[src/design/flow_stats_config.svh]
`ifndef FLOW_STATS_CONFIG_SVH
`define FLOW_STATS_CONFIG_SVH

////////////////////////////////////////
// memory geometry
////////////////////////////////////////
`define FLOW_ADDR_W     6               // word address
`define FLOW_WORDS      64              // words cleared after calibration

////////////////////////////////////////
// slot fields
////////////////////////////////////////
`define FLOW_ID_W       16              // id 0 marks an empty slot
`define FLOW_PKT_W      16
`define FLOW_BYTES_W    32

////////////////////////////////////////
// request side and status
////////////////////////////////////////
`define FLOW_REQ_DEPTH  4               // pending updates
`define FLOW_MISS_W     16              // dropped request counter

`endif

[src/design/flow_stats_pkg.sv]
`default_nettype none
`include "flow_stats_config.svh"

package flow_stats_pkg;

	// one flow entry of 64 bits
	typedef struct packed {
		logic [`FLOW_ID_W-1:0]    id;     // 0 when unused
		logic [`FLOW_PKT_W-1:0]   pkts;
		logic [`FLOW_BYTES_W-1:0] bytes;
	} flow_slot_t;

	localparam int SLOT_W = $bits(flow_slot_t);

	// a memory word is two slots side by side
	typedef union packed {
		logic [2*SLOT_W-1:0] raw;         // as the sram moves it
		flow_slot_t [1:0]    slot;        // slot 0 in the low half
	} flow_word_u;

endpackage

`default_nettype wire

[src/design/flow_req_fifo.sv]
`timescale 1ns/1ps
`default_nettype none
`include "flow_stats_config.svh"

module flow_req_fifo
(
	input  wire                       clk,
	input  wire                       reset,
	input  wire                       push,
	input  wire  [`FLOW_ADDR_W-1:0]   push_addr,
	input  wire  [`FLOW_ID_W-1:0]     push_id,
	input  wire  [`FLOW_BYTES_W-1:0]  push_bytes,
	input  wire                       pop,
	output logic                      empty,
	output logic                      full,
	output logic [`FLOW_ADDR_W-1:0]   head_addr,
	output logic [`FLOW_ID_W-1:0]     head_id,
	output logic [`FLOW_BYTES_W-1:0]  head_bytes
);
	localparam int DEPTH = `FLOW_REQ_DEPTH;
	localparam int PTR_W = $clog2(DEPTH);
	localparam int CNT_W = PTR_W + 1;

	logic [`FLOW_ADDR_W-1:0]  addr_q  [DEPTH];
	logic [`FLOW_ID_W-1:0]    id_q    [DEPTH];
	logic [`FLOW_BYTES_W-1:0] bytes_q [DEPTH];
	logic [PTR_W-1:0]         wr_ptr;
	logic [PTR_W-1:0]         rd_ptr;
	logic [CNT_W-1:0]         count;
	logic                     do_push;
	logic                     do_pop;

	assign do_push = push && !full;       // extra push while full is lost
	assign do_pop  = pop && !empty;
	assign empty   = (count == '0);
	assign full    = (count == CNT_W'(DEPTH));

	assign head_addr  = addr_q[rd_ptr];
	assign head_id    = id_q[rd_ptr];
	assign head_bytes = bytes_q[rd_ptr];

	////////////////////////////////////////
	// pointers and fill level
	////////////////////////////////////////
	always_ff @(posedge clk)
	begin
		if (reset)
		begin
			wr_ptr <= '0;
			rd_ptr <= '0;
			count  <= '0;
		end
		else
		begin
			if (do_push)
				wr_ptr <= (wr_ptr == PTR_W'(DEPTH - 1)) ? '0 : wr_ptr + PTR_W'(1);
			if (do_pop)
				rd_ptr <= (rd_ptr == PTR_W'(DEPTH - 1)) ? '0 : rd_ptr + PTR_W'(1);
			count <= count + CNT_W'(do_push) - CNT_W'(do_pop);
		end
	end

	always_ff @(posedge clk)
	begin
		if (do_push)
		begin
			addr_q[wr_ptr]  <= push_addr;
			id_q[wr_ptr]    <= push_id;
			bytes_q[wr_ptr] <= push_bytes;
		end
	end

	// controller only pops a request it has already seen at the head
	no_pop_empty: assert property (@(posedge clk) disable iff (reset) pop |-> !empty);

endmodule

`default_nettype wire

[src/design/flow_slot_update.sv]
`timescale 1ns/1ps
`default_nettype none
`include "flow_stats_config.svh"

module flow_slot_update
(
	input  wire flow_stats_pkg::flow_slot_t slot,
	input  wire  [`FLOW_ID_W-1:0]           req_id,
	input  wire  [`FLOW_BYTES_W-1:0]        req_bytes,
	output logic                            match,
	output logic                            free,
	output flow_stats_pkg::flow_slot_t      new_slot
);
	localparam int PKT_W = `FLOW_PKT_W;

	always_comb
	begin
		match = (slot.id == req_id);
		free  = (slot.id == '0);          // never written since the clear
		new_slot.id = req_id;
		if (match)
		begin
			// same flow, accumulate
			new_slot.pkts  = slot.pkts + PKT_W'(1);
			new_slot.bytes = slot.bytes + req_bytes;
		end
		else
		begin
			// fresh entry, only used if the selector claims this slot
			new_slot.pkts  = PKT_W'(1);
			new_slot.bytes = req_bytes;
		end
	end

endmodule

`default_nettype wire

[src/design/flow_slot_select.sv]
`timescale 1ns/1ps
`default_nettype none

module flow_slot_select
(
	input  wire flow_stats_pkg::flow_word_u old_word,
	input  wire                             match0,
	input  wire                             free0,
	input  wire flow_stats_pkg::flow_slot_t new_slot0,
	input  wire                             match1,
	input  wire                             free1,
	input  wire flow_stats_pkg::flow_slot_t new_slot1,
	output flow_stats_pkg::flow_word_u      new_word,
	output logic                            hit
);

	always_comb
	begin
		new_word = old_word;              // untouched slot keeps its value
		hit      = 1'b1;
		if (match0)
		begin
			new_word.slot[0] = new_slot0;
		end
		else if (match1)
		begin
			new_word.slot[1] = new_slot1;
		end
		else if (free0)
		begin
			new_word.slot[0] = new_slot0;
		end
		else if (free1)
		begin
			new_word.slot[1] = new_slot1;
		end
		else
		begin
			hit = 1'b0;                   // both slots taken by other flows
		end

		// the rmw loop claims a slot only when neither matches,
		// so a real flow id never sits in both halves of a word
		// (two empty slots both match id 0, which is no flow)
		one_match: assert final ((match0 & match1 & ~free0) !== 1'b1);
	end

endmodule

`default_nettype wire

[src/design/flow_rmw_ctrl.sv]
`timescale 1ns/1ps
`default_nettype none
`include "flow_stats_config.svh"

module flow_rmw_ctrl
(
	input  wire                             clk,
	input  wire                             reset,
	input  wire                             cal_done,
	input  wire                             fifo_empty,
	input  wire  [`FLOW_ADDR_W-1:0]         head_addr,
	input  wire                             mem_rd_valid,
	input  wire flow_stats_pkg::flow_word_u mem_rdata,
	input  wire flow_stats_pkg::flow_word_u new_word,
	input  wire                             hit,
	output logic                            pop,
	output logic                            mem_rd_en,
	output logic                            mem_wr_en,
	output logic [`FLOW_ADDR_W-1:0]         mem_addr,
	output flow_stats_pkg::flow_word_u      mem_wdata,
	output flow_stats_pkg::flow_word_u      read_word,
	output logic                            init_done,
	output logic [`FLOW_MISS_W-1:0]         miss_count
);
	typedef enum logic [2:0] {IDLE, CLEAR, READ, WAIT, MODIFY, WRITE} state_t;

	localparam int ADDR_W = `FLOW_ADDR_W;
	localparam int MISS_W = `FLOW_MISS_W;
	localparam logic [ADDR_W-1:0] LAST_ADDR = ADDR_W'(`FLOW_WORDS - 1);

	state_t                     state;
	state_t                     state_next;
	logic [ADDR_W-1:0]          clr_addr;
	logic [ADDR_W-1:0]          req_addr;
	flow_stats_pkg::flow_word_u wdata_q;

	////////////////////////////////////////
	// next state
	////////////////////////////////////////
	always_comb
	begin
		state_next = state;
		case (state)
			IDLE:
			begin
				if (!init_done)
				begin
					if (cal_done)
						state_next = CLEAR;
				end
				else if (!fifo_empty)
					state_next = READ;
			end
			CLEAR:  if (clr_addr == LAST_ADDR) state_next = IDLE;
			READ:   state_next = WAIT;
			WAIT:   if (mem_rd_valid) state_next = MODIFY;
			MODIFY: state_next = hit ? WRITE : IDLE;   // a miss writes nothing back
			WRITE:  state_next = IDLE;
			default: state_next = IDLE;
		endcase
	end

	////////////////////////////////////////
	// control state
	////////////////////////////////////////
	always_ff @(posedge clk)
	begin
		if (reset)
		begin
			state      <= IDLE;
			clr_addr   <= '0;
			init_done  <= 1'b0;
			miss_count <= '0;
		end
		else
		begin
			state <= state_next;
			if (state == CLEAR)
			begin
				clr_addr <= (clr_addr == LAST_ADDR) ? '0 : clr_addr + ADDR_W'(1);
				if (clr_addr == LAST_ADDR)
					init_done <= 1'b1;    // sticky once the sweep ends
			end
			if (state == MODIFY && !hit)
				miss_count <= miss_count + MISS_W'(1);
		end
	end

	// request address, fetched word and merged word
	always_ff @(posedge clk)
	begin
		if (state == IDLE && init_done && !fifo_empty)
			req_addr <= head_addr;
		if (state == WAIT && mem_rd_valid)
			read_word <= mem_rdata;
		if (state == MODIFY)
			wdata_q <= new_word;
	end

	assign pop       = (state == MODIFY); // head stays valid for the slot units until here
	assign mem_rd_en = (state == READ);
	assign mem_wr_en = (state == CLEAR) || (state == WRITE);
	assign mem_addr  = (state == CLEAR) ? clr_addr : req_addr;
	assign mem_wdata = (state == CLEAR) ? '0 : wdata_q;

	// sram answers only the single outstanding read
	rd_valid_in_wait: assert property (@(posedge clk) disable iff (reset)
		mem_rd_valid |-> state == WAIT);

endmodule

`default_nettype wire

[src/design/flow_stats_top.sv]
`timescale 1ns/1ps
`default_nettype none
`include "flow_stats_config.svh"

module flow_stats_top
(
	input  wire                             clk,
	input  wire                             reset,
	input  wire                             req_valid,
	input  wire  [`FLOW_ADDR_W-1:0]         req_addr,
	input  wire  [`FLOW_ID_W-1:0]           req_id,
	input  wire  [`FLOW_BYTES_W-1:0]        req_bytes,
	output logic                            req_full,
	input  wire                             cal_done,
	output logic                            init_done,
	output logic [`FLOW_MISS_W-1:0]         miss_count,
	output logic                            mem_rd_en,
	output logic                            mem_wr_en,
	output logic [`FLOW_ADDR_W-1:0]         mem_addr,
	output flow_stats_pkg::flow_word_u      mem_wdata,
	input  wire flow_stats_pkg::flow_word_u mem_rdata,
	input  wire                             mem_rd_valid
);
	logic                       fifo_empty;
	logic                       pop;
	logic [`FLOW_ADDR_W-1:0]    head_addr;
	logic [`FLOW_ID_W-1:0]      head_id;
	logic [`FLOW_BYTES_W-1:0]   head_bytes;
	flow_stats_pkg::flow_word_u read_word;
	flow_stats_pkg::flow_word_u new_word;
	flow_stats_pkg::flow_slot_t new_slot0;
	flow_stats_pkg::flow_slot_t new_slot1;
	logic                       match0;
	logic                       match1;
	logic                       free0;
	logic                       free1;
	logic                       hit;

	flow_req_fifo req_fifo (
		.clk(clk), .reset(reset), .push(req_valid & ~req_full),
		.push_addr(req_addr), .push_id(req_id), .push_bytes(req_bytes), .pop(pop),
		.empty(fifo_empty), .full(req_full),
		.head_addr(head_addr), .head_id(head_id), .head_bytes(head_bytes));

	flow_rmw_ctrl rmw_ctrl (
		.clk(clk), .reset(reset), .cal_done(cal_done), .fifo_empty(fifo_empty),
		.head_addr(head_addr), .mem_rd_valid(mem_rd_valid), .mem_rdata(mem_rdata),
		.new_word(new_word), .hit(hit), .pop(pop), .mem_rd_en(mem_rd_en),
		.mem_wr_en(mem_wr_en), .mem_addr(mem_addr), .mem_wdata(mem_wdata),
		.read_word(read_word), .init_done(init_done), .miss_count(miss_count));

	// one update unit per half of the fetched word
	flow_slot_update slot0_upd (.slot(read_word.slot[0]), .req_id(head_id),
		.req_bytes(head_bytes), .match(match0), .free(free0), .new_slot(new_slot0));
	flow_slot_update slot1_upd (.slot(read_word.slot[1]), .req_id(head_id),
		.req_bytes(head_bytes), .match(match1), .free(free1), .new_slot(new_slot1));

	flow_slot_select slot_sel (
		.old_word(read_word),
		.match0(match0), .free0(free0), .new_slot0(new_slot0),
		.match1(match1), .free1(free1), .new_slot1(new_slot1),
		.new_word(new_word), .hit(hit));

endmodule

`default_nettype wire

[config.mk]
export PLATFORM = sky130hd
export DESIGN_NAME = flow_stats_top
export DESIGN_NICKNAME = d
export VERILOG_FILES = /design/src/design/flow_stats_pkg.sv /design/src/design/flow_req_fifo.sv /design/src/design/flow_slot_update.sv /design/src/design/flow_slot_select.sv /design/src/design/flow_rmw_ctrl.sv /design/src/design/flow_stats_top.sv
export VERILOG_INCLUDE_DIRS = /design/src /design/src/design
export SDC_FILE = /design/constraint.sdc
export NUM_CORES = 1
export LEC_CHECK = 0
export CAP_MARGIN = 25
export CORE_MARGIN = 5
export CORE_UTILIZATION = 38
export DETAILED_ROUTE_END_ITERATION = 10
export DONT_BUFFER_PORTS = 1
export REMOVE_ABC_BUFFERS = 1
export SETUP_SLACK_MARGIN = 0.3
export SLEW_MARGIN = 20
export SYNTH_ARGS = -nofsm -noshare
export SYNTH_HDL_FRONTEND = slang
export SYNTH_SLANG_ARGS = --single-unit
export TNS_END_PERCENT = 100
[constraint.sdc]
create_clock -name clk -period 14 [get_ports clk]
set_clock_uncertainty 0.05 [all_clocks]
set_input_delay 0.7 -clock clk [delete_from_list [all_inputs] [get_ports clk]]
set_output_delay 0.7 -clock clk [all_outputs]
set_load 0.005 [all_outputs]
; ---- Yosys cells after proc, flatten, opt, wreduce, memory -nomap -nowiden
; Memories as Yosys holds them, arrays and structs flattened. A register that Yosys moved wholly into a read port is not among the register bits.
; Cells that the tools add are included.
[totals]
input_bits = 187
memories = 3
ff_bits = 289
out_inout_bits = 154
word_cells = 86
ram_bits = 216
[op_classes]
bitwise_logic = 2
n_reduce_logical = 16
mux = 31
n_eq_ne = 15
add_sub_neg = 10
[mem_list]
columns = memory, depth, width, rd, rd_clocked_by_memory_dff, write_ports, line_no
row1 = req_fifo.bytes_q, 4, 32, 1, 1, 1, flow_req_fifo.sv:26  ; logic [`FLOW_BYTES_W-1:0] bytes_q [DEPTH];
row2 = req_fifo.id_q, 4, 16, 1, 1, 1, flow_req_fifo.sv:25  ; logic [`FLOW_ID_W-1:0] id_q [DEPTH];
row3 = req_fifo.addr_q, 4, 6, 1, 1, 1, flow_req_fifo.sv:24  ; logic [`FLOW_ADDR_W-1:0] addr_q [DEPTH];
[ops]
columns = cell, n
row1 = $mux 64, 7
row2 = $mux 128, 1
row3 = $mux 48, 2
row4 = $add 32x32->32, 2
row5 = $add 16x1->16 const B, 3
row6 = $eq 16x16->1, 2
row7 = $logic_not 16->1, 2
row8 = $mux 3, 6
row9 = $pmux 3 s5, 1
row10 = $mux 2, 6
row11 = $mux 6, 2
row12 = $eq 3x3->1 const B, 3
row13 = $add 6x1->6 const B, 1
row14 = $eq 3x2->1 const B, 2
row15 = $eq 6x6->1 const B, 1
row16 = $logic_and 1x1->1, 6
row17 = $logic_not 3->1, 2
row18 = $mux 1, 6
row19 = $add 2x1->2 const B, 2
row20 = $eq 2x2->1 const B, 2
row21 = $ne 2x2->1 const B, 2
row22 = $reduce_and 4->1, 1
row23 = $add 3x1->3, 1
row24 = $eq 3x1->1 const B, 1
row25 = other kinds (8), 10

; ---- Longest topological paths before layout
; Gate-level depths: netlist (run 1).
[logic_depth]
word_depth = 7
mapped_depth = 15
mapped_depth_nobuf = 13

; ---- Cells and area by module
; Synthesis (run 1) repeated with hierarchy kept, for this count alone.
[unflattened]
hier_cells = 1912
hier_area_um2 = 25573.3
[by_module_without_submodules]
columns = mod, cells_per_inst, instances, area_each_um2
row1 = flow_rmw_ctrl, 574, 1, 10053.4
row2 = flow_req_fifo, 332, 1, 8259.2
row3 = flow_slot_update, 430, 2, 2825.2
row4 = flow_slot_select, 145, 1, 1596.5
row5 = flow_stats_top, 1, 1, 13.8

; ---- Least setup slack after synthesis (run 1)
; OpenSTA, ideal clock, no wires.
[synth_timing]
kind = register -> register
start = register rmw_ctrl.state[2]
end = register req_fifo.count[2]
stages_incl_launch_ff = 11
setup_ns = 0.128
setup_slack_ns = 2.049
arrival_time_ns = 11.774
n_path_buf = 0
synth_period_minus_slack_ns = 11.951
cell_sequence = dfxtp_1 -> nor3b_1 -> nor2b_1 -> ha_1 -> inv_1 -> ha_1 -> inv_1 -> fa_1 -> xor2_1 -> xnor2_1 -> nor2_1
[synth_via]
elab_chain_cells = 3
[synth_lines]
columns = element, line_no
row1 = from (decl), flow_rmw_ctrl.sv:31  ; state_t state;
row2 = from (signal assigned), flow_rmw_ctrl.sv:77  ; state <= state_next;
row3 = $eq 3x3->1, flow_rmw_ctrl.sv:100  ; assign pop = (state == MODIFY);
row4 = $logic_and 1x1->1, flow_req_fifo.sv:34  ; assign do_pop = pop && !empty;
row5 = via req_fifo.do_pop, flow_req_fifo.sv:31  ; logic do_pop;
row6 = $sub 3x1->3, flow_req_fifo.sv:59  ; count <= count + CNT_W'(do_push) - CNT_W'(do_pop);
row7 = to (signal assigned), flow_req_fifo.sv:59
row8 = to (decl), flow_req_fifo.sv:29  ; logic [CNT_W-1:0] count;
; The timed path passes the listed nets, and every way through them passes these cells.
; A chain may end at the register's enable or synchronous reset.

==> results of run 1 <==
## cell families (layout without fill, tap and decap cells)
logic type / Yosys count / in the layout
buffers and inverters: 108 / 150
other: 0 / 6
DFF: 513 / 513
xor gates and xnor gates: 107 / 107
AOI/OAI and AO/OA: 315 / 315
adders and majority gates: 76 / 76
muxes: 99 / 99
and+or+nand+nor: 626 / 626
## cell type report
cell class / count / area (sq um)
tap: 846 / 1060
inverter: 31 / 116
antenna: 6 / 15.0
multi-input combinational: 1223 / 8680
timing repair buffer: 17 / 140
clock inverter: 28 / 264
clock buffer: 74 / 1510
sequential: 513 / 15100
fill: 5734 / 36100
## registers in the layout, summed over array words and instances (netlist names), named ones only
name                 count
req_fifo.bytes_q       128
req_fifo.id_q           64
rmw_ctrl.init_done       1
rmw_ctrl.wdata_q       128
req_fifo.addr_q         24
rmw_ctrl.read_word     128
rmw_ctrl.miss_count     16
req_fifo.count           3
rmw_ctrl.clr_addr        6
rmw_ctrl.req_addr        6
req_fifo.rd_ptr          2
rmw_ctrl.state           3
req_fifo.wr_ptr          2
## metrics by stage
stage          area [sq um]  power, mW  TNS, ps  utilization, %
6_report              26800       3.56        0            42.6
5_1_grt               26800       3.71        0            42.6
4_1_cts               26800       3.61        0            42.6
3_5_place_dp          25100       2.16        0            39.8
3_3_place_gp          25100       2.15        0            39.8
2_1_floorplan         23800       2.06   -23280               -
## layer usage
metal  share of wire (%)  global-route usage [%]
met5                0.12                       0
met4                 2.9                    5.68
met3                 9.4                    6.07
met2                  47                    30.0
met1                  41                    23.0
## placed cells by master, fill, tap and decap left out, types with 5 or more instances in the layout
master / n
and3_1: 18
nand2_1: 225
ha_1: 73
clkinv_1: 7
nand4_1: 20
o21a_1: 5
a22o_1: 9
a21o_1: 11
or3_1: 9
nor2b_1: 13
diode_2: 6
o22a_1: 17
and2_1: 132
o31ai_1: 5
buf_4: 16
nor2_1: 92
nor3b_1: 5
xnor2_1: 68
clkbuf_1: 15
o22ai_1: 5
a21oi_1: 94
xor2_1: 39
inv_1: 30
a211oi_1: 6
nand3_1: 33
o21ai_0: 91
nor4_1: 10
a22oi_1: 8
clkbuf_16: 57
dfxtp_1: 33
a31oi_1: 12
mux2i_1: 41
o211ai_1: 6
o21bai_1: 9
nand2b_1: 7
mux4_2: 54
nor3_1: 38
edfxtp_1: 478
clkinv_2: 11
## power by group through the flow
| stage | Sequential (mW) | Combinational, mW | Clock [mW] |
|---|---|---|---|
| detailed placement | 1.78 | 0.374 | 0 |
| finish | 1.75 | 0.373 | 1.44 |
| CTS | 1.75 | 0.376 | 1.48 |
| global placement | 1.78 | 0.365 | 0 |
| global route | 1.75 | 0.413 | 1.54 |
| floorplan | 1.78 | 0.280 | 0 |
## worst max-delay path by stage
| stage | start | endpoint | slack [ps] | cells past startpoint |
|---|---|---|---|---|
| floorplan | register | rmw_ctrl.wdata_q[66] | -690 | 6 |
| global placement | register | rmw_ctrl.wdata_q[94] | 8660 | 13 |
| detailed placement | register | rmw_ctrl.wdata_q[94] | 8550 | 13 |
| CTS | register | rmw_ctrl.wdata_q[30] | 8540 | 13 |
| global route | register | rmw_ctrl.wdata_q[90] | 8130 | 13 |
| finish | register | rmw_ctrl.wdata_q[94] | 8530 | 13 |
## worst max-delay path, cell delays in order (launching register included)
cell and delay (ps):
dfxtp_4 660, mux4_2 620, ha_1 240, fa_1 460, a211oi_1 300, o21ai_0 140, a221oi_1 580, nor2_1 190
o311ai_0 760, a21oi_1 150, or3_1 420, a311oi_1 350, xor2_1 190, o21ai_0 100
==> out/qor.yml, run 1 <==
clock_network:
  post_cts_resized: 0
  cts_buffers: 57
  cts_buffer_depth: 3
  post-cts-setup-buffers: 0
  cts_tree: "yes"
  htree_levels: 2
  cts.sinks: 513
  cts_root_buffer: "clkbuf_16"
  clkSlewWorstSetupHoldPaths_ps: 60
  cts_hold_buf: 0
  clk_latency_ps: 610
power:
  p_int_mw: 2.71
  power_frac_seq_pct: 49.1
  clock_power_share_pct: 40.4
  switching_share_pct: 23.9
  leakage_nw: 8.92
  p_per_area_mw_per_mm2: 133
  p_sw_mw: 0.852
  power_frac_comb_pct: 10.5
  vdd_drop_max_mv: 0.0885
synth:
  synth-async-reset-ratio_pct: 0
  synth_cell_types: 66
  synth_common_cells: "edfxtp_1, nand2_1, and2_1"
  ys_seq_area_share_pct: 62.5
  synth_area_leader_cell: "edfxtp_1"
  syn_inst: 1844
  syn-cell-area_sq_mm: 0.0241
  synthXorXnorAreaFrac_pct: 3.89
  synth_top_area_share_pct: 59.6
  yosysWarnings: 0
  synth_simple_gate_area_share_pct: 12.7
  synth_fa_ha_area_share_pct: 4.04
  ys_seq_elements: 513
  synthMuxAreaShare_pct: 6.94
  synth_compound_area_share_pct: 8.15
  synth_top_family_by_area: "simple AND/OR/NAND/NOR gates"
  syn-mean-instance-area_sq_um: 13.1
  synth_most_common_cell: "edfxtp_1"
  yosys-top-cells-area: "edfxtp_1, mux4_2, ha_1"
  synth_ff_type: "edfxtp_1"
  synth_edf_count: 478
worst_setup_path:
  start_kind: "register"
  worstPathRequired_ps: 14280
  path_class: "reg2reg"
  end_kind: "register"
  rrSetupSlack_ps: 8530
  reg2reg_to: "rmw_ctrl.wdata_q[94]"
  cp_max_fo: 21
  worstPathArrival_ps: 5760
  rr_worst_depth: 13
sta:
  slew_viol_final: 0
  setup_viol: 0
  worst_pin_slew_ps: 1110
  slew_headroom_pct: 25.5
  final.period_utilization_pct: 39.1
  hold_viol: 0
  rsz0062_at_grt: "false"
  max_freq_mhz: 183
  setup_slack_ps: 8530
  holdWs_ps: 101
  fin_crit_ps: 5470
route:
  via_per_inst: 5.46
  wl_per_cell_um: 23.9
  wirelength_mm: 65.3
  antenna_left: 0
  first_iter_violations: 981
  num_vias: 14900
  first_pass_iters: 5
  drc: 0
floorplan:
  coreArea_sq_mm: 0.0630
  start_util_pct: 38.3
  fp-row-count: 92
  dieHeight_um: 262
  chipWidth_um: 262
  dieArea_sq_mm: 0.0686
  io_pins: 341
cells_and_area:
  area_growth_pct: 11.4
  final_layout_size_suffix_gt1_share_pct: 9.28
  finalNonFillerCells: 2738
  fin_nets: 2106
placement:
  placed_cells: 2630
  place_congestion: 0.877
  place_ws_ps: 8550
  dp_hpwl_mm: 44.2
  port_buffers: 0
run_status:
  status: "finished clean"
grt:
  gr-total-overflow: 0
  grt_pass1_wl_mm: 94.5
  antenna_found_initial: 11
  grt_max_degree: 131
  track_usage_pct: 18.2
  grt_pass1_vias: 15300
hold_path:
  hold_path.class: "in2reg"
  whs_endpoint: "rmw_ctrl.miss_count[4]"
  min_path_cells: 1
  min-delay-start: "reset"
job:
  cap_violations: 0
Note: power is estimated with default switching activity, not from simulation.
==> inputs of run 2 (changes only) <==
clock period = 5.13 ns   (was 14 ns; I/O delays follow)
==> out/qor.yml, run 2 (synthesis gave the netlist of run 1 again) <==
route:
  drc: 0
  wirelength_mm: 65.5
  antenna_left: 0
  first_iter_violations: 1312
  first_pass_iters: 5
  via_per_inst: 5.33
  wl_per_cell_um: 22.3
  num_vias: 15700
sta:
  worst_pin_slew_ps: 1020
  hold_viol: 0
  rsz0062_at_grt: "true"
  slew_headroom_pct: 31.4
  finalSetupTns_ps: 0
  fin_crit_ps: 4590
  max_freq_mhz: 218
  setup_viol: 0
  final.period_utilization_pct: 89.5
  slew_viol_final: 0
grt:
  grt_pass1_wl_mm: 96.6
  met2_usage_pct: 30.9
  busiest_layer: "met2"
  gr-usage-met1_pct: 24.5
  antenna_found_initial: 12
  track_usage_pct: 18.5
  grt_use_met3_pct: 4.02
  grt_max_degree: 84
  grt_pass1_vias: 15800
  gr-total-overflow: 0
worst_setup_path:
  path_buf_inv: 1
  worstPathArrival_ps: 4890
  path_common_cell: "o21ai_0"
  slowest_delay_ps: 570
  end_kind: "register"
  start_kind: "register"
  rrSetupSlack_ps: 540
  cp_max_fo: 8
  worstPathRequired_ps: 5430
  crit_family: "compound AO/OA/AOI/OAI gates"
  path_class: "reg2reg"
  cpMaxStageDelayCell: "mux4_2"
  worstPathCellList: "mux4_2 > ha_1 > fa_1 > a211oi_2 > o21ai_0 > a221oi_2 > nor2_1 > o311ai_0 > buf_4 > a21oi_1 > or3_1 > a311oi_1 > xor2_1 > o21ai_0"
clock_network:
  clk_latency_ps: 620
  cts_tree: "yes"
  htree_levels: 2
  cts_root_buffer: "clkbuf_16"
  clkSlewWorstSetupHoldPaths_ps: 60
  cts_buffers: 58
  cts.sinks: 513
  cts_buffer_depth: 3
floorplan:
  start_util_pct: 38.3
  io_pins: 341
  dieArea_sq_mm: 0.0686
  chipWidth_um: 262
  fp-row-count: 92
  dieHeight_um: 262
  coreArea_sq_mm: 0.0630
placement:
  place_area_sq_mm: 0.0252
  dp_hpwl_mm: 44.8
  place_congestion: 0.873
  port_buffers: 0
cells_and_area:
  final_common_cell: "edfxtp_1"
  largestRegisters: "req_fifo.bytes_q x128, rmw_ctrl.read_word x128, rmw_ctrl.wdata_q x128"
  utilization_pct: 46.1
  final_layout_size_suffix_gt1_share_pct: 9.66
  final_cell_mix: "edfxtp_1, nand2_1, dlygate4sd3_1, and2_1, a21oi_1"
  area_growth_pct: 20.5
  fill_cells: 5604
  final_area_sq_mm: 0.0290
  fin_nets: 2310
power:
  vdd_drop_max_mv: 0.326
  p_per_area_mw_per_mm2: 349
  leakage_nw: 9.84
hold_path:
  hold_path.class: "in2reg"
run_status:
  status: "finished clean"
job:
  cap_violations: 0
-- run 2: cell count changes in the layout (fill, tap and decap cells not counted), moves of 3 or more --
| cell | change |
|---|---|
| dlygate4sd3_1 | +186 |
| bufinv_16 | +3 |
| clkinvlp_4 | +5 |
| clkinv_2 | -5 |
| inv_6 | -3 |
| buf_4 | +13 |
-- run 2: area by class of cell --
type	count	area, sq um	area share [%]
diodes	8	20.0	0.0689
clock buffers	72	1510	5.21
clock inverters	32	394	1.36
repair buffers	220	2160	7.45
flip-flops and latches	513	15100	51.9
inverters	31	116	0.401
well taps	846	1060	3.65
multi-input cells	1223	8710	30.0
-- run 2: per-layer routing --
| metal | routed length (um) | vias to the layer above |
|---|---|---|
| met5 | 55 | - |
| met4 | 1530 | 10 |
| met3 | 4690 | 112 |
| met2 | 31600 | 556 |
| met1 | 27600 | 7706 |
| li1 | - | 7326 |
-- run 2: worst reg2reg max path, stage by stage, from the launching register on --
cell and delay, ps:
dfxtp_4 450, mux4_2 580, ha_1 240, fa_1 480
a211oi_2 290, o21ai_0 160, a221oi_2 360, nor2_1 170
o311ai_0 360, buf_4 200, a21oi_1 60, or3_1 370
a311oi_1 330, xor2_1 160, o21ai_0 80
-- run 2: metrics by stage --
| stage | setup WS [ps] | total power [mW] | hold WS, ps | instances |
|---|---|---|---|---|
| 2_1_floorplan | -9560 | 5.62 | 273 | 1767 |
| 3_3_place_gp | 347 | 5.87 | 281 | 2643 |
| 3_5_place_dp | 207 | 5.90 | 284 | 2643 |
| 4_1_cts | 318 | 10.2 | 125 | 2934 |
| 5_1_grt | 246 | 10.5 | 180 | 2940 |
| 6_report | 537 | 10.1 | 195 | 2945 |
-- run 2: repair_timing --
item	CTS	global route
resized for setup	1	7
endpoints found under the hold margin	384	0
hold buffers	187	0
setup buffers	0	1
pin swaps	0	1
endpoints found under the setup margin	1	5
-- run 2: path summary, 6_finish.rpt --
| path | start | to | cells past startpoint |
|---|---|---|---|
| max | register | rmw_ctrl.wdata_q[94] | 14 |
| min | cal_done | rmw_ctrl.state[0] | 5 |
| max reg2reg | register | rmw_ctrl.wdata_q[94] | 14 |
| min reg2reg | req_fifo.count[2] | req_fifo.count[2] | 2 |
-- run 2: report_power, final --
group	total (mW)	switching, mW	internal, mW
logic	1.19	0.691	0.495
clock network	4.16	1.70	2.45
registers	4.78	0.0396	4.74
total	10.1	2.43	7.69
